<file path="src/hw/spi_link_pkg.sv">
package spi_link_pkg;

  //----------------------------------------
  // byte stream types
  //----------------------------------------

  // one byte on the wire and in the queues
  typedef logic [7:0] spi_byte_t;

  // byte engine states
  // load and store frame the eight bit cycles of one byte
  typedef enum logic [2:0] {
    IDLE,
    LOAD,
    POS_FLANK,
    WAIT_POS,
    NEG_FLANK,
    WAIT_NEG,
    NEXT,
    STORE
  } engine_state_e;

  //----------------------------------------
  // queue defaults
  //----------------------------------------
  // the host starts with DEF_TX_DEPTH tx credits
  localparam int DEF_TX_DEPTH = 4;
  localparam int DEF_RX_DEPTH = 4;

endpackage

</file>
<file path="src/hw/spi_regmap_pkg.sv">
package spi_regmap_pkg;

  //----------------------------------------
  // register map
  //----------------------------------------

  // host visible register addresses
  typedef enum logic [1:0] {
    REG_CTRL   = 2'd0,
    REG_STATUS = 2'd1
  } reg_addr_e;

  // width of the register data bus
  localparam int REG_DATA_W = 16;

  // control register layout
  localparam int CTRL_SS_BIT  = 0;
  // sck half period field, bits 15..8
  localparam int CTRL_DIV_LSB = 8;
  localparam int CTRL_DIV_W   = 8;

  // status register layout, all read only
  localparam int STAT_BUSY     = 0;
  localparam int STAT_TX_EMPTY = 1;
  localparam int STAT_RX_EMPTY = 2;
  localparam int STAT_SS       = 3;

endpackage
</file>
<file path="src/hw/spi_flash_port.sv">
`timescale 1ns/1ps

module spi_flash_port import spi_regmap_pkg::*, spi_link_pkg::*; #(
  parameter int TX_DEPTH = DEF_TX_DEPTH,
  parameter int RX_DEPTH = DEF_RX_DEPTH
) (
  input  logic                  clk,
  input  logic                  reset_n,
  // register port
  input  logic                  reg_wr,
  input  logic                  reg_rd,
  input  reg_addr_e             reg_addr,
  input  logic [REG_DATA_W-1:0] reg_wdata,
  output logic [REG_DATA_W-1:0] reg_rdata,
  // tx byte stream
  input  logic                  tx_valid,
  input  spi_byte_t             tx_data,
  output logic                  tx_credit,
  // rx byte stream
  output logic                  rx_valid,
  output spi_byte_t             rx_data,
  input  logic                  rx_credit,
  // flash pins
  output logic                  spi_ss_n,
  output logic                  spi_sck,
  output logic                  spi_mosi,
  input  logic                  spi_miso
);

  spi_byte_t             tx_head;
  logic                  tx_empty;
  logic                  tx_pop;
  spi_byte_t             rx_byte;
  logic                  rx_push;
  logic                  rx_full;
  logic                  rx_empty;
  spi_byte_t             rx_head;
  logic                  rx_pop;
  logic                  busy;
  logic                  ss_enable;
  logic [CTRL_DIV_W-1:0] half_period;

  // each byte the engine takes frees one host credit
  assign tx_credit = tx_pop;

  //----------------------------------------
  // byte queues
  //----------------------------------------
  // tx full is not wired out, the host credit count covers it
  byte_fifo #(.DEPTH(TX_DEPTH)) tx_q (
    .clk(clk), .reset_n(reset_n), .push(tx_valid), .push_data(tx_data),
    .pop(tx_pop), .head(tx_head), .full(), .empty(tx_empty)
  );

  byte_fifo #(.DEPTH(RX_DEPTH)) rx_q (
    .clk(clk), .reset_n(reset_n), .push(rx_push), .push_data(rx_byte),
    .pop(rx_pop), .head(rx_head), .full(rx_full), .empty(rx_empty)
  );

  //----------------------------------------
  // engine, registers, rx sender
  //----------------------------------------
  spi_byte_engine engine (
    .clk(clk), .reset_n(reset_n), .ss_enable(ss_enable), .half_period(half_period),
    .tx_empty(tx_empty), .tx_byte(tx_head), .tx_pop(tx_pop),
    .rx_full(rx_full), .rx_push(rx_push), .rx_byte(rx_byte), .busy(busy),
    .spi_ss_n(spi_ss_n), .spi_sck(spi_sck), .spi_mosi(spi_mosi), .spi_miso(spi_miso)
  );

  spi_ctrl_regs regs (
    .clk(clk), .reset_n(reset_n), .reg_wr(reg_wr), .reg_rd(reg_rd),
    .reg_addr(reg_addr), .reg_wdata(reg_wdata), .reg_rdata(reg_rdata),
    .busy(busy), .tx_empty(tx_empty), .rx_empty(rx_empty),
    .ss_enable(ss_enable), .half_period(half_period)
  );

  rx_credit_sender rx_send (
    .clk(clk), .reset_n(reset_n), .rx_credit(rx_credit), .rx_empty(rx_empty),
    .rx_head(rx_head), .rx_pop(rx_pop), .rx_valid(rx_valid), .rx_data(rx_data)
  );

endmodule

</file>
<file path="src/hw/rx_credit_sender.sv">
`timescale 1ns/1ps

module rx_credit_sender import spi_link_pkg::*; (
  input  logic      clk,
  input  logic      reset_n,
  input  logic      rx_credit,
  input  logic      rx_empty,
  input  spi_byte_t rx_head,
  output logic      rx_pop,
  output logic      rx_valid,
  output spi_byte_t rx_data
);

  // credits granted by the host and not yet spent
  logic [7:0] credit_cnt;

  // send whenever a credit and a byte are both there
  assign rx_pop = (credit_cnt != 8'd0) && !rx_empty;

  always_ff @(posedge clk) begin
    if (!reset_n) begin
      credit_cnt <= '0;
      rx_valid   <= 1'b0;
    end else begin
      // grant and spend in one cycle cancel out
      case ({rx_credit, rx_pop})
        2'b10:   credit_cnt <= credit_cnt + 8'd1;
        2'b01:   credit_cnt <= credit_cnt - 8'd1;
        default: credit_cnt <= credit_cnt;
      endcase
      rx_valid <= rx_pop;
    end
  end

  // output byte register, qualified by rx_valid
  always_ff @(posedge clk) begin
    if (rx_pop)
      rx_data <= rx_head;
  end

endmodule

</file>
<file path="src/hw/spi_ctrl_regs.sv">
`timescale 1ns/1ps

module spi_ctrl_regs import spi_regmap_pkg::*; (
  input  logic                  clk,
  input  logic                  reset_n,
  input  logic                  reg_wr,
  input  logic                  reg_rd,
  input  reg_addr_e             reg_addr,
  input  logic [REG_DATA_W-1:0] reg_wdata,
  output logic [REG_DATA_W-1:0] reg_rdata,
  input  logic                  busy,
  input  logic                  tx_empty,
  input  logic                  rx_empty,
  output logic                  ss_enable,
  output logic [CTRL_DIV_W-1:0] half_period
);

  logic [REG_DATA_W-1:0] ctrl_word;
  logic [REG_DATA_W-1:0] status_word;

  //----------------------------------------
  // read views
  //----------------------------------------
  // control readback mirrors the stored fields
  always_comb begin
    ctrl_word                             = '0;
    ctrl_word[CTRL_SS_BIT]                = ss_enable;
    ctrl_word[CTRL_DIV_LSB +: CTRL_DIV_W] = half_period;
  end

  // status is live engine and queue state
  always_comb begin
    status_word                = '0;
    status_word[STAT_BUSY]     = busy;
    status_word[STAT_TX_EMPTY] = tx_empty;
    status_word[STAT_RX_EMPTY] = rx_empty;
    status_word[STAT_SS]       = ss_enable;
  end

  //----------------------------------------
  // control register
  //----------------------------------------
  always_ff @(posedge clk) begin
    if (!reset_n) begin
      ss_enable   <= 1'b0;
      half_period <= '0;
    end else if (reg_wr && (reg_addr == REG_CTRL)) begin
      ss_enable   <= reg_wdata[CTRL_SS_BIT];
      half_period <= reg_wdata[CTRL_DIV_LSB +: CTRL_DIV_W];
    end
  end

  // registered read data, valid the cycle after reg_rd
  always_ff @(posedge clk) begin
    if (!reset_n) begin
      reg_rdata <= '0;
    end else if (reg_rd) begin
      case (reg_addr)
        REG_CTRL:   reg_rdata <= ctrl_word;
        REG_STATUS: reg_rdata <= status_word;
        // unused addresses read as zero
        default:    reg_rdata <= '0;
      endcase
    end
  end

endmodule

</file>
<file path="src/hw/spi_byte_engine.sv">
`timescale 1ns/1ps

module spi_byte_engine import spi_link_pkg::*; (
  input  logic       clk,
  input  logic       reset_n,
  input  logic       ss_enable,
  input  logic [7:0] half_period,
  input  logic       tx_empty,
  input  spi_byte_t  tx_byte,
  output logic       tx_pop,
  input  logic       rx_full,
  output logic       rx_push,
  output spi_byte_t  rx_byte,
  output logic       busy,
  output logic       spi_ss_n,
  output logic       spi_sck,
  output logic       spi_mosi,
  input  logic       spi_miso
);

  engine_state_e state;
  logic [7:0]    phase_cnt;
  logic [2:0]    bit_cnt;
  spi_byte_t     tx_shift;
  spi_byte_t     rx_shift;
  logic          miso_s0;
  logic          miso_s1;
  logic          start;
  logic          sample;
  logic          phase_done;
  logic          no_wait;
  logic          last_bit;

  // a byte starts only with cs on, data queued and room for the answer
  assign start      = (state == IDLE) && ss_enable && !tx_empty && !rx_full;
  // rx is sampled in the cycle that raises sck
  assign sample     = (state == POS_FLANK) || (state == NEXT);
  assign phase_done = (phase_cnt == half_period);
  // half period 0 skips the wait states entirely
  assign no_wait    = (half_period == 8'd0);
  assign last_bit   = (bit_cnt == 3'd7);

  assign tx_pop   = start;
  assign rx_push  = (state == STORE);
  assign rx_byte  = rx_shift;
  assign busy     = (state != IDLE);
  // msb first
  assign spi_mosi = tx_shift[7];

  //----------------------------------------
  // miso capture
  //----------------------------------------
  // two flop synchronizer, then shift at each rising flank
  // the first sample of a byte holds the answer to the previous byte's last bit
  always_ff @(posedge clk) begin
    miso_s0 <= spi_miso;
    miso_s1 <= miso_s0;
    if (sample)
      rx_shift <= {rx_shift[6:0], miso_s1};
  end

  //----------------------------------------
  // byte fsm
  //----------------------------------------
  always_ff @(posedge clk) begin
    if (!reset_n) begin
      state     <= IDLE;
      spi_ss_n  <= 1'b1;
      spi_sck   <= 1'b0;
      tx_shift  <= '0;
      phase_cnt <= '0;
      bit_cnt   <= '0;
    end else begin
      // chip select only follows the register between bytes
      if ((state == IDLE) || (state == STORE))
        spi_ss_n <= ~ss_enable;

      case (state)
        IDLE: begin
          if (start) begin
            tx_shift  <= tx_byte;
            bit_cnt   <= '0;
            phase_cnt <= '0;
            state     <= LOAD;
          end
        end

        // setup time after cs falls, half_period + 1 cycles
        LOAD: begin
          if (phase_done)
            state <= POS_FLANK;
          else
            phase_cnt <= phase_cnt + 8'd1;
        end

        // rising flank, next bit counted except for the first one
        POS_FLANK, NEXT: begin
          spi_sck   <= 1'b1;
          phase_cnt <= 8'd1;
          if (state == NEXT)
            bit_cnt <= bit_cnt + 3'd1;
          state <= no_wait ? NEG_FLANK : WAIT_POS;
        end

        // high phase is wait cycles plus the neg flank cycle
        WAIT_POS: begin
          if (phase_done)
            state <= NEG_FLANK;
          else
            phase_cnt <= phase_cnt + 8'd1;
        end

        // falling flank, mosi moves with it
        NEG_FLANK: begin
          spi_sck   <= 1'b0;
          phase_cnt <= 8'd1;
          if (last_bit) begin
            state <= STORE;
          end else begin
            tx_shift <= {tx_shift[6:0], 1'b0};
            state    <= no_wait ? NEXT : WAIT_NEG;
          end
        end

        // low phase is wait cycles plus the next cycle
        WAIT_NEG: begin
          if (phase_done)
            state <= NEXT;
          else
            phase_cnt <= phase_cnt + 8'd1;
        end

        // rx_push goes out here
        STORE: begin
          state <= IDLE;
        end

        default: begin
          state <= IDLE;
        end
      endcase
    end
  end

  // the register block must not retune sck mid byte
  assert property (@(posedge clk) disable iff (!reset_n)
    (busy && $past(busy)) |-> $stable(half_period))
    else $error("half_period changed while the engine was busy");

  // rx room was checked at start and only the engine fills the rx queue
  assert property (@(posedge clk) disable iff (!reset_n) rx_push |-> !rx_full)
    else $error("rx_push while rx queue full");

endmodule

</file>
<file path="src/hw/byte_fifo.sv">
`timescale 1ns/1ps

module byte_fifo import spi_link_pkg::*; #(
  parameter int DEPTH = 4
) (
  input  logic      clk,
  input  logic      reset_n,
  input  logic      push,
  input  spi_byte_t push_data,
  input  logic      pop,
  output spi_byte_t head,
  output logic      full,
  output logic      empty
);

  localparam int PTR_W = (DEPTH > 1) ? $clog2(DEPTH) : 1;
  localparam int CNT_W = $clog2(DEPTH + 1);

  spi_byte_t        mem [DEPTH];
  logic [PTR_W-1:0] wr_ptr;
  logic [PTR_W-1:0] rd_ptr;
  logic [CNT_W-1:0] count;

  // pointer advance with wrap, depth need not be a power of two
  function automatic logic [PTR_W-1:0] ptr_inc(input logic [PTR_W-1:0] ptr);
    if (ptr == PTR_W'(DEPTH - 1))
      return '0;
    return ptr + 1'b1;
  endfunction

  assign head  = mem[rd_ptr];
  assign full  = (count == CNT_W'(DEPTH));
  assign empty = (count == '0);

  // storage array
  always_ff @(posedge clk) begin
    if (push)
      mem[wr_ptr] <= push_data;
  end

  //----------------------------------------
  // pointers and occupancy
  //----------------------------------------
  always_ff @(posedge clk) begin
    if (!reset_n) begin
      wr_ptr <= '0;
      rd_ptr <= '0;
      count  <= '0;
    end else begin
      if (push)
        wr_ptr <= ptr_inc(wr_ptr);
      if (pop)
        rd_ptr <= ptr_inc(rd_ptr);
      // push and pop together keep the count
      case ({push, pop})
        2'b10:   count <= count + 1'b1;
        2'b01:   count <= count - 1'b1;
        default: count <= count;
      endcase
    end
  end

  // producer must hold off when no room is left
  assert property (@(posedge clk) disable iff (!reset_n) push |-> !full)
    else $error("byte_fifo push while full");
  assert property (@(posedge clk) disable iff (!reset_n) pop |-> !empty)
    else $error("byte_fifo pop while empty");

endmodule

</file>
<file path="config.mk">
export PLATFORM = sky130hd
export DESIGN_NAME = spi_flash_port
export DESIGN_NICKNAME = d
export VERILOG_FILES = /design/src/hw/spi_link_pkg.sv /design/src/hw/spi_regmap_pkg.sv /design/src/hw/spi_flash_port.sv /design/src/hw/rx_credit_sender.sv /design/src/hw/spi_ctrl_regs.sv /design/src/hw/spi_byte_engine.sv /design/src/hw/byte_fifo.sv
export SDC_FILE = /design/constraint.sdc
export NUM_CORES = 1
export LEC_CHECK = 0
export BUFFER_PORTS_ARGS = -buffer_cell sky130_fd_sc_hd__buf_2
export CAP_MARGIN = 15
export CELL_PAD_IN_SITES_DETAIL_PLACEMENT = 2
export CELL_PAD_IN_SITES_GLOBAL_PLACEMENT = 2
export CORE_ASPECT_RATIO = 0.9
export CORE_MARGIN = 2
export CORE_UTILIZATION = 35
export DETAILED_ROUTE_END_ITERATION = 6
export PLACE_DENSITY = 0.73
export SYNTH_ARGS = -nofsm -noshare
export SYNTH_HDL_FRONTEND = slang
export SYNTH_HIERARCHICAL = 1
export SYNTH_SLANG_ARGS = --single-unit
</file>
<file path="constraint.sdc">
create_clock -name clk -period 3.4 [get_ports clk]
set_input_delay 0.17 -clock clk [delete_from_list [all_inputs] [get_ports clk]]
set_output_delay 0.17 -clock clk [all_outputs]
set_load 0.05 [all_outputs]
</file>
-- Word-level counts from Yosys, hierarchy flattened
Memory sizes are Yosys's and may differ from the RTL's. A register that Yosys moved wholly into a read port is not among the register bits.
Cells that the tools add are included.
- bits in registers: 82
- memory bits (writable): 64
- output and inout bits: 29
- logic and storage cells: 142
- memories kept: 2
- memories (memory ; depth ; width ; rd ports ; clocked after Yosys merged registers in ; wr ports ; RTL line ; source):
    rx_q.mem ; 4 ; 8 ; 1 ; 1 ; 1 ; byte_fifo.sv:19 ; spi_byte_t mem [DEPTH];
    tx_q.mem ; 4 ; 8 ; 1 ; 1 ; 1 ; byte_fifo.sv:19 ;
- add/sub/neg operators: 12
- equality and inequality tests: 28
- multiplexer cells: 48
- bitwise gates (word level): 1
- reduce and logical (&&, ||, !) cells: 31
- operator list (operator ; count):
    $mux 8 ; 4
    $pmux 16 s2 ; 1
    $pmux 8 s2 ; 2
    $mux 3 ; 8
    $pmux 8 s3 ; 1
    $mux 2 ; 11
    $pmux 3 s7 ; 1
    $eq 3x3->1 const B ; 6
    $pmux 3 s2 ; 3
    $add 8x1->8 const B ; 2
    $mux 1 ; 16
    $eq 2x2->1 const B ; 7
    $reduce_bool 2->1 ; 6
    $add 3x1->3 const B ; 3
    $logic_not 3->1 ; 3
    $reduce_and 3->1 ; 3
    $add 2x1->2 const B ; 4
    $eq 2x1->1 const B ; 4
    $eq 8x8->1 ; 1
    $logic_not 8->1 ; 1
    $ne 2x1->1 const B ; 4
    $reduce_bool 8->1 ; 1
    $sub 8x1->8 const B ; 1
    $eq 3x2->1 const B ; 2
    13 further kinds ; 25

-- Longest topological paths before layout
Gate-level depths: netlist of run 1.
- depth in word-level cells: 9
- gate-level depth with buffers: 11
- gate-level depth less buffers: 11

-- Cells and area by module
Netlist of run 1, hierarchy kept.
- by module, submodules not included (module ; instances ; cells each ; area an instance (µm²)):
    byte_fifo ; 2 ; 89 ; 1617.8
    spi_byte_engine ; 1 ; 182 ; 1747.9
    spi_ctrl_regs ; 1 ; 99 ; 988.4
    rx_credit_sender ; 1 ; 89 ; 928.4

-- Least setup slack after synthesis of run 1
No wires, ideal clock.
- kind: register -> register
- start point: register rx_send.credit_cnt[0]
- end point: register rx_send.credit_cnt[7]
- library setup time: 0.115 ns
- data arrival time: 2.855 ns
- slack: 0.431 ns
- stages on the path, launching flop included: 10
- path buffers: 0
- cell sequence: dfxtp_1 > nor4_1 > a21oi_1 > ha_1 > ha_1 > a211oi_2 > nor3_1 > mux2_4 > and3_1 > o21a_1
- longest elaborated chain between the ends: 4
- elaborated cells on any way between the ends: 8
- those cells by class: 2 x add/sub; 2 x eq/ne; 1 x mux; 3 x reduce/logical
- ends and longest elaborated chain (item ; RTL line ; source):
    from (decl) ; rx_credit_sender.sv:15 ; logic [7:0] credit_cnt;
    from (signal assigned) ; rx_credit_sender.sv:27 ; 2'b10: credit_cnt <= credit_cnt + 8'd1;
    from (signal assigned) ; rx_credit_sender.sv:28 ; 2'b01: credit_cnt <= credit_cnt - 8'd1;
    from (signal assigned) ; rx_credit_sender.sv:29 ; default: credit_cnt <= credit_cnt;
    $reduce_bool 8->1 * ; rx_credit_sender.sv:18 ; assign rx_pop = (credit_cnt != 8'd0) && !rx_empty;
    $logic_and 1x1->1 * ; rx_credit_sender.sv:18 ;
    net rx_pop ; spi_flash_port.sv:38 ; logic rx_pop;
    $eq 2x1->1 or $eq 2x2->1 (tied branches) ; rx_credit_sender.sv:26 ; case ({rx_credit, rx_pop})
    $pmux 8 s2 or $reduce_bool 2->1 (tied branches) ; -- ;
Mark *: on every way through the listed nets, which the timed path passes. The rest lies on a longest branch.
A chain may end at the register's enable or synchronous reset.

-- Worst setup path in the final report of run 1
- start point: register rx_send.credit_cnt[4]
- end point: register rx_send.credit_cnt[7]
Same word-level chain as after synthesis.

==> summary.txt, run 1 <==
Worst setup path
  • Worst Setup EP: rx_send/credit_cnt[7]
  • Setup CP Type: reg -> reg
  • Critical path launch point: rx_send/credit_cnt[4]
  • CP max FO: 10
  • R2r setup slk: 0.64 ns
  • CP endpoint kind: flop
  • WP data arrival: 3.08 ns
  • Reg2reg end: rx_send/credit_cnt[7]
  • R2R depth: 9
  • Worst path required time: 3.72 ns
  • Critical Path Source Type: flop
  • Reg-to-reg startpoint: rx_send/credit_cnt[4]

Timing
  • Clock skew: 0.008873 ns
  • Fin. Hold Viols: 0
  • Final slew viol count: 0
  • Post-layout minimum cycle time: 2.763 ns
  • TNS Setup: 0 ns
  • Fin crit share: 0.8127
  • Worst slew pin tran: 0.9786 ns
  • RSZ-0062 raised after global routing: false
  • Worst hold slack: 0.02877 ns
  • F_max: 361.9 MHz
  • Setup-failing EPs final: 0
  • Max-Slew Margin vs Limit: 0.3447

Detailed routing
  • Post-route DRC: 0
  • Via Count: 4,471
  • Final wirelength: 15,920 um
  • Iter 0 DRT Violations: 161
  • Via/cell ratio: 5.121
  • Routed Antenna Nets: 0
  • Drt pass-1 iters: 4
  • Wire length per cell: 18.24 um

Logic synthesis
  • Syn Area/Cell: 12.60 um2
  • Syn Inst Count: 547
  • YS warnings: 6
  • Mapped Area: 6894 um2

Power
  • Pwr per Cell Area: 578.9 nW/um2
  • Final total power: 4.668 mW
  • P_leak: 3.110 nW
  • Max VDD drop: 0.2649 mV

Min path
  • HP Class: in -> reg

Place
  • Detailed placer's ending HPWL: 10,680 um
  • I/O Buffers: 50
  • GPL Wtd Cong: 0.7267

Global routing
  • Global route overflow: 0
  • First-pass GRT wire length: 26,120 um
  • Largest net degree at the start of global routing: 32
  • Initial antenna violation count: 0
  • GRT Resource Usage Total: 0.1614
  • Vias in the first global route: 4,964

Clock tree
  • Post-CTS Setup Repair Bufs: 0
  • Clk_lat worst skew: 0.43 ns
  • CTS tree: built
  • CTS Buffer Depth: 2
  • Clock sinks: 154
  • H-tree levels: 4
  • Clk pin slew, worst setup/hold paths: 0.07 ns
  • CTS Root Cell: clkbuf_16
  • Num CTS Buffers: 17

Die
  • Die Ht: 137.1 um
  • Die width: 151.9 um
  • Core area: 19,220 um2
  • Starting Density: 0.3587
  • Die footprint: 20,840 um2
  • Top Ports: 62
  • Cell Rows: 48

Finish
  • Nets: 668
  • Area Overhead vs Synth: 16.97%
  • N_diodes: 0
  • Post-layout util: 0.4196
  • Layout cell share with drive strength beyond 1: 0.1910

Job
  • Max cap viols: 0

Run status
  • Run status: complete, no violations
-- worst min path at each step --
stage	start	endpoint	slack (ns)	cells after the start
after floorplan	spi_miso	engine/miso_s0	0.20	0
after global placement	spi_miso	engine/miso_s0	0.28	1
after detailed placement	spi_miso	engine/miso_s0	0.28	1
after CTS	reg_wdata[15]	regs/half_period[7]	0.003	3
after global routing	reg_wdata[15]	regs/half_period[7]	0.008	3
final	reg_wdata[9]	regs/half_period[1]	0.03	3
-- state kept, by name (all words and copies together) (netlist names), 3 cells and up, named ones only --
register	cells
engine/phase_cnt	8
tx_q/count	3
rx_q/mem	32
rx_send/rx_data	8
rx_q/count	3
engine/bit_cnt	3
engine/state	3
regs/half_period	8
rx_send/credit_cnt	8
engine/tx_shift	8
regs/reg_rdata	12
tx_q/mem	32
engine/rx_byte	8
-- timing repair --
item,CTS,global route
hold endpoints to repair,40,0
resized for setup,0,0
hold buffers,16,0
-- layout make-up --
cell class                      count  area [um2]
Clock buffer                       19       442.9
Clock inverter                     13       157.7
Fill cell                        1958       11150
Inverter                           21       78.83
Multi-Input combinational cell    345        2740
Sequential cell                   154        3884
Tap cell                          250       312.8
Timing Repair Buffer               71       447.9
-- critical path, stage by stage, from the launching register on --
cell and delay [ns]:
dfxtp_1 0.33, nor4_1 0.34, a21oi_1 0.14, ha_1 0.34
ha_1 0.48, nand2_1 0.08, nor3_1 0.28, mux2_4 0.34
and3_1 0.16, o21a_1 0.17
-- per-layer routing --
metal  GRT usage  vias to the layer above  part of all wire
met5           0                        -                 0
met4     0.05815                        0             0.016
met3     0.03990                       21             0.027
met2      0.2955                       53              0.52
met1      0.1846                     2265              0.43
li1            -                     2132                 -
-- metrics by stage --
step                      area, um2  cells  worst slack [ns]
after CTS                      8064    873            0.6283
after detailed placement       7303    825            0.6379
after floorplan                6905    550            0.4306
final                          8064    873            0.6368
after global routing           8064    873            0.4039
after global placement         7303    825            0.7119
-- where the power goes --
group	switching, mW	leakage [nW]	internal, mW
Sequential	0.112	1.33	2.06
Clock	0.812	0.285	1.12
Combinational	0.353	1.50	0.210
-- layout by cell type (no fill, tap or decap), types with 10 or more instances in the layout --
cell type,count
nor2b_1,17
edfxtp_1,80
o21a_1,15
nand3_1,10
mux2i_1,23
nand2_1,55
nor2_1,14
buf_2,50
o21ai_0,15
inv_1,21
dlygate4sd3_1,16
a21oi_1,11
mux4_2,16
ha_1,22
xor2_1,12
and2_1,21
clkbuf_16,17
dfxtp_1,74
(Power assumes the default switching activity.)
==> run 2: changes to the inputs <==
==> constraint.sdc (replaced) <==
create_clock -name clk -period 2.56 [get_ports clk]
set_input_delay 0.128 -clock clk [delete_from_list [all_inputs] [get_ports clk]]
set_output_delay 0.128 -clock clk [all_outputs]
set_load 0.05 [all_outputs]
==> summary.txt, run 2 (synthesized netlist as in run 1, its figures left out) <==
Finish
  • Register area: 3886 um2 (about the same)
  • Post-layout util: 0.4329 (+0.01328)
  • Layout Cells excl Fill: 896 (+2.6%)
  • Area of the multi-input gates: 2784 um2 (+1.6%)
  • Most common cell after layout, fill and taps aside: edfxtp_1
  • N_diodes: 0 (unchanged)
  • Layout cell share with drive strength beyond 1: 0.2384 (+0.04738)
  • Nets: 691 (+3.4%)
  • Most frequent cells in the layout: edfxtp_1, dfxtp_1, nand2_1
  • Finished Cell Area: 8319 um2 (+3.2%)
  • Largest registers: rx_q/mem x32, tx_q/mem x32, regs/reg_rdata x12
  • Area Overhead vs Synth: 20.67%
  • FILL cells: 1,959 (+0.051%)

Timing
  • Fin crit share: 0.9572 (+0.1445)
  • Max-Slew Margin vs Limit: 0.3788 (+0.03411)
  • Worst setup margin: 0.1096 ns (-0.5272 ns)
  • Fin. Hold Viols: 0 (unchanged)
  • TNS Setup: 0 ns (unchanged)
  • Post-layout minimum cycle time: 2.450 ns (-0.3128 ns)
  • Final slew viol count: 0 (unchanged)
  • Worst slew pin tran: 0.9277 ns (-0.05094 ns)
  • F_max: 408.1 MHz (+13%)
  • Worst hold slack: 0.06529 ns (+0.03653 ns)
  • Setup-failing EPs final: 0 (unchanged)
  • Clock skew: 0.007499 ns (-0.001374 ns)

Place
  • Worst slack at placement: -0.08729 ns (-0.7252 ns)
  • Placed cell count: 845 (+2.4%)
  • I/O Buffers: 50 (unchanged)
  • GPL Wtd Cong: 0.7847 (+8.0%)
  • Detailed placer's ending HPWL: 11,220 um (+5.0%)
  • Placed instance area: 7461 um2 (+2.2%)

Job
  • Max cap viols: 0 (unchanged)

Min path
  • HP Class: in -> reg
  • Worst Hold Path Cells: 3 (unchanged)
  • HP Start: tx_valid
  • Hold EP: tx_q/wr_ptr[0]

Power
  • Max VDD drop: 0.4454 mV (+68%)
  • P_leak: 3.238 nW (+4.1%)
  • Pwr per Cell Area: 764.5 nW/um2 (+32%)
  • Final total power: 6.360 mW (+36%)

Clock tree
  • CTS Root Cell: clkbuf_16
  • CTS Buffer Depth: 2 (unchanged)
  • CTS tree: built
  • Clock sinks: 154 (unchanged)
  • Clk pin slew, worst setup/hold paths: 0.07 ns (about the same)
  • Num CTS Buffers: 17 (unchanged)
  • H-tree levels: 4 (unchanged)
  • Clk_lat worst skew: 0.43 ns (about the same)

Global routing
  • Initial antenna violation count: 0 (unchanged)
  • Met3 GRT Util: 0.04212 (+0.002217)
  • Largest net degree at the start of global routing: 35 (+9.4%)
  • First-pass GRT wire length: 27,130 um (+3.9%)
  • Met1 usage in global routing: 0.2001 (+0.01548)
  • GR met2 Demand/Resource: 0.3018 (+0.006256)
  • GRT Resource Usage Total: 0.1677 (+0.006281)
  • Vias in the first global route: 5,131 (+3.4%)
  • Global route overflow: 0 (unchanged)
  • GRT Max-Usage Layer: met2

Worst setup path
  • R2R depth: 9 (unchanged)
  • Setup CP Type: reg -> reg
  • WP data arrival: 2.77 ns (-0.31 ns)
  • CP max FO: 7 (-3)
  • Worst path required time: 2.88 ns (-0.84 ns)
  • Reg-to-reg startpoint: rx_send/credit_cnt[0]
  • Reg2reg end: rx_send/credit_cnt[7]
  • Critical Path Source Type: flop
  • CP endpoint kind: flop
  • R2r setup slk: 0.11 ns (-0.53 ns)

Die
  • Starting Density: 0.3587 (unchanged)
  • Die width: 151.9 um (unchanged)
  • Die Ht: 137.1 um (unchanged)
  • Core area: 19,220 um2 (unchanged)
  • Cell Rows: 48 (unchanged)
  • Die footprint: 20,840 um2 (unchanged)
  • Top Ports: 62 (unchanged)

Detailed routing
  • Routed Antenna Nets: 0 (unchanged)
  • Via/cell ratio: 5.118 (about the same)
  • Wire length per cell: 18.78 um (+3.0%)
  • Drt pass-1 iters: 4 (unchanged)
  • Post-route DRC: 0 (unchanged)
  • Iter 0 DRT Violations: 123 (-24%)
  • Final wirelength: 16,830 um (+5.7%)
  • Via Count: 4,586 (+2.6%)

Run status
  • Run status: complete, no violations
run 2: worst max path at each step:
stage,startpoint,to,slack (ns),cells past startpoint
3_5_place_dp,rx_send/credit_cnt[0],rx_send/credit_cnt[7],-0.09,9
6_report,rx_send/credit_cnt[0],rx_send/credit_cnt[7],0.11,9
3_3_place_gp,rx_send/credit_cnt[0],rx_send/credit_cnt[7],-0.007,9
5_1_grt,rx_q/count[0],tx_q/count[2],-0.03,11
2_1_floorplan,rx_send/credit_cnt[0],rx_send/credit_cnt[7],-0.11,9
4_1_cts,rx_q/count[0],tx_q/count[2],0.02,11
run 2: cell type report:
type / instances / area share
flip-flops and latches: 154 / 0.4671
inverters: 21 / 0.009926
multi-input cells: 345 / 0.3346
clock buffers: 17 / 0.05114
repair buffers: 94 / 0.07520
well taps: 250 / 0.03760
clock inverters: 15 / 0.02436
run 2: worst max-delay path, cell delays in order, from the launching register on:
cell and delay (ns):
dfxtp_1 0.32, nor4_2 0.33, a21oi_2 0.11, ha_2 0.24
ha_1 0.33, a211oi_2 0.27, nor3_2 0.09, mux2_4 0.31
and3_1 0.17, o21a_1 0.18
run 2: where the power goes:
| group | internal [mW] | switching (mW) |
|---|---|---|
| sequential | 2.74 | 0.115 |
| clock | 1.50 | 1.16 |
| combinational | 0.328 | 0.518 |
| total | 4.56 | 1.80 |
run 2: routing by layer:
| layer | up-vias | part of all wire |
|---|---|---|
| met5 | - | 0 |
| met4 | 0 | 0.010 |
| met3 | 14 | 0.024 |
| met2 | 42 | 0.53 |
| met1 | 2351 | 0.44 |
| li1 | 2179 | - |
run 2: what timing repair did:
| action | 4_1_cts | 5_1_grt |
|---|---|---|
| buffers inserted | 0 | 1 |
| gates resized for setup | 4 | 8 |
| hold buffers | 18 | 0 |
| pin swaps | 0 | 2 |
| setup endpoints to repair | 2 | 3 |
| hold endpoints to repair | 42 | 0 |
==> run 3: changes to the inputs <==
==> constraint.sdc (replaced) <==
create_clock -name clk -period 2.5 [get_ports clk]
set_input_delay 0.125 -clock clk [delete_from_list [all_inputs] [get_ports clk]]
set_output_delay 0.125 -clock clk [all_outputs]
set_load 0.05 [all_outputs]
==> summary.txt, run 3 (synthesized netlist as in run 1, its figures left out) <==
Run status
  • Run status: complete, no violations

Worst setup path
  • Setup CP Type: reg -> reg
  • CP max FO: 6 (-1)
  • Critical Path Source Type: flop
  • R2R depth: 9 (unchanged)
  • R2r setup slk: 0.09 ns (-0.02 ns)
  • CP endpoint kind: flop
  • Reg2reg end: rx_send/credit_cnt[7]
  • Worst path required time: 2.82 ns (-0.06 ns)
  • Reg-to-reg startpoint: rx_send/credit_cnt[7]
  • WP data arrival: 2.73 ns (-0.04 ns)

Power
  • Clock share of power: 0.393 (-0.026)
  • Register share of total power: 0.467 (+0.019)
  • Combinational Power Share: 0.141 (+0.008)
  • Sw Share: 0.2893 (+0.006611)
  • Max VDD drop: 0.5037 mV (+13%)
  • P_leak: 3.212 nW (-0.81%)
  • Switching power: 1.814 mW (+0.89%)
  • Int Pwr: 4.456 mW (-2.3%)
  • Pwr per Cell Area: 756.7 nW/um2 (-1.0%)

Global routing
  • First-pass GRT wire length: 27,210 um (+0.31%)
  • Global route overflow: 0 (unchanged)
  • Largest net degree at the start of global routing: 28 (-20%)
  • Vias in the first global route: 5,106 (-0.49%)
  • GRT Resource Usage Total: 0.1679 (+0.0001956)
  • Initial antenna violation count: 0 (unchanged)

Die
  • Die Ht: 137.1 um (unchanged)
  • Cell Rows: 48 (unchanged)
  • Top Ports: 62 (unchanged)
  • Die width: 151.9 um (unchanged)
  • Core area: 19,220 um2 (unchanged)
  • Die footprint: 20,840 um2 (unchanged)
  • Starting Density: 0.3587 (unchanged)

Finish
  • Most common cell after layout, fill and taps aside: edfxtp_1
  • Nets: 688 (-0.43%)
  • Area Overhead vs Synth: 20.20%
  • Largest registers: rx_q/mem x32, tx_q/mem x32, regs/reg_rdata x12
  • Layout cell share with drive strength beyond 1: 0.2411 (+0.002667)
  • N_diodes: 0 (unchanged)
  • Most frequent cells in the layout: edfxtp_1, dfxtp_1, nand2_1

Clock tree
  • CTS tree: built
  • H-tree levels: 4 (unchanged)
  • Clk pin slew, worst setup/hold paths: 0.06 ns (about the same)
  • Clk_lat worst skew: 0.43 ns (about the same)
  • CTS Buffer Depth: 2 (unchanged)
  • Num CTS Buffers: 17 (unchanged)
  • Clock sinks: 154 (unchanged)
  • CTS Root Cell: clkbuf_16

Timing
  • Fin crit share: 0.9634 (+0.006216)
  • Setup-failing EPs final: 0 (unchanged)
  • Post-layout minimum cycle time: 2.409 ns (-0.04189 ns)
  • TNS Setup: 0 ns (unchanged)
  • Max-Slew Margin vs Limit: 0.3539 (-0.02498)
  • Fin. Hold Viols: 0 (unchanged)
  • Worst hold slack: 0.06797 ns (+0.002671 ns)
  • Final slew viol count: 0 (unchanged)
  • F_max: 415.2 MHz (+1.7%)
  • Worst slew pin tran: 0.9650 ns (+0.03731 ns)
  • Clock skew: 0.009807 ns (+0.002308 ns)

Detailed routing
  • Drt pass-1 iters: 4 (unchanged)
  • Iter 0 DRT Violations: 180 (+46%)
  • Routed Antenna Nets: 0 (unchanged)
  • Via Count: 4,584 (-0.044%)
  • Final wirelength: 16,920 um (+0.53%)
  • Wire length per cell: 18.95 um (+0.87%)
  • Post-route DRC: 0 (unchanged)
  • Via/cell ratio: 5.133 (+0.29%)

Min path
  • Hold EP: tx_q/wr_ptr[0]
  • Worst Hold Path Cells: 3 (unchanged)
  • HP Class: in -> reg
  • HP Start: tx_valid

Place
  • I/O Buffers: 50 (unchanged)
  • GPL Wtd Cong: 0.7339 (-6.5%)
  • Detailed placer's ending HPWL: 11,650 um (+3.8%)

Job
  • Max cap viols: 0 (unchanged)
[run 3: how the worst max path moves through the flow]
stage	startpoint	endpoint	slack [ns]	cells past startpoint
after floorplan	rx_send/credit_cnt[0]	rx_send/credit_cnt[7]	0.01	9
after global placement	rx_send/credit_cnt[4]	rx_send/credit_cnt[7]	0.03	9
after detailed placement	rx_send/credit_cnt[4]	rx_send/credit_cnt[7]	-0.05	10
after CTS	rx_send/credit_cnt[4]	rx_send/credit_cnt[7]	0.006	10
after global routing	rx_send/credit_cnt[0]	rx_send/credit_cnt[6]	-0.02	10
final	rx_send/credit_cnt[7]	rx_send/credit_cnt[7]	0.09	9
[run 3: area by class of cell]
cell class | instances | area [um2]
Fill cell | 1921 | 10930
Sequential cell | 154 | 3890
Multi-Input combinational cell | 345 | 2841
Timing Repair Buffer | 91 | 603.1
Clock buffer | 18 | 429.2
Tap cell | 250 | 312.8
Clock inverter | 14 | 127.6
Inverter | 21 | 82.58
[run 3: through the flow]
| stage | worst slack, ns | instance area [um2] | utilization | instances | power, mW |
|---|---|---|---|---|---|
| 2_1_floorplan | 0.01209 | 6959 | - | 550 | 3.564 |
| 3_3_place_gp | 0.03073 | 7492 | 0.3898 | 843 | 3.757 |
| 3_5_place_dp | -0.05340 | 7492 | 0.3898 | 843 | 3.835 |
| 4_1_cts | 0.005876 | 8252 | 0.4294 | 893 | 6.355 |
| 5_1_grt | -0.01837 | 8287 | 0.4312 | 893 | 6.569 |
| 6_report | 0.09146 | 8287 | 0.4312 | 893 | 6.270 |
[run 3: repair_timing]
item                                    in CTS  in global routing
pin swaps                                    0                  3
endpoints found under the setup margin       2                  5
hold buffers                                18                  0
buffers inserted                             0                  0
gates resized for setup                      3                 11
hold endpoints to repair                    42                  0
[run 3: worst max-delay path, cell delays in order (launching register included)]
cell and delay [ns]:
dfxtp_2 0.34, nor4_4 0.33, a21oi_4 0.10, ha_4 0.20, ha_1 0.30, a211oi_2 0.30, nor3_2 0.09, mux2_4 0.30
and3_1 0.16, o21a_1 0.18
[run 3: power groups by stage]
stage	clock network (mW)	logic [mW]	registers, mW
final	2.46	0.882	2.93
after global routing	2.66	0.966	2.95
after CTS	2.53	0.891	2.93
after detailed placement	0	0.853	2.98
after global placement	0	0.796	2.96
after floorplan	0	0.604	2.96
[run 3: routing by layer]
metal	vias up	global-route usage	share of wire
met2	55	0.3048	0.53
li1	2164	-	-
met1	2349	0.1998	0.44
met4	0	0.05763	0.012
met3	16	0.03420	0.023
met5	-	0	0
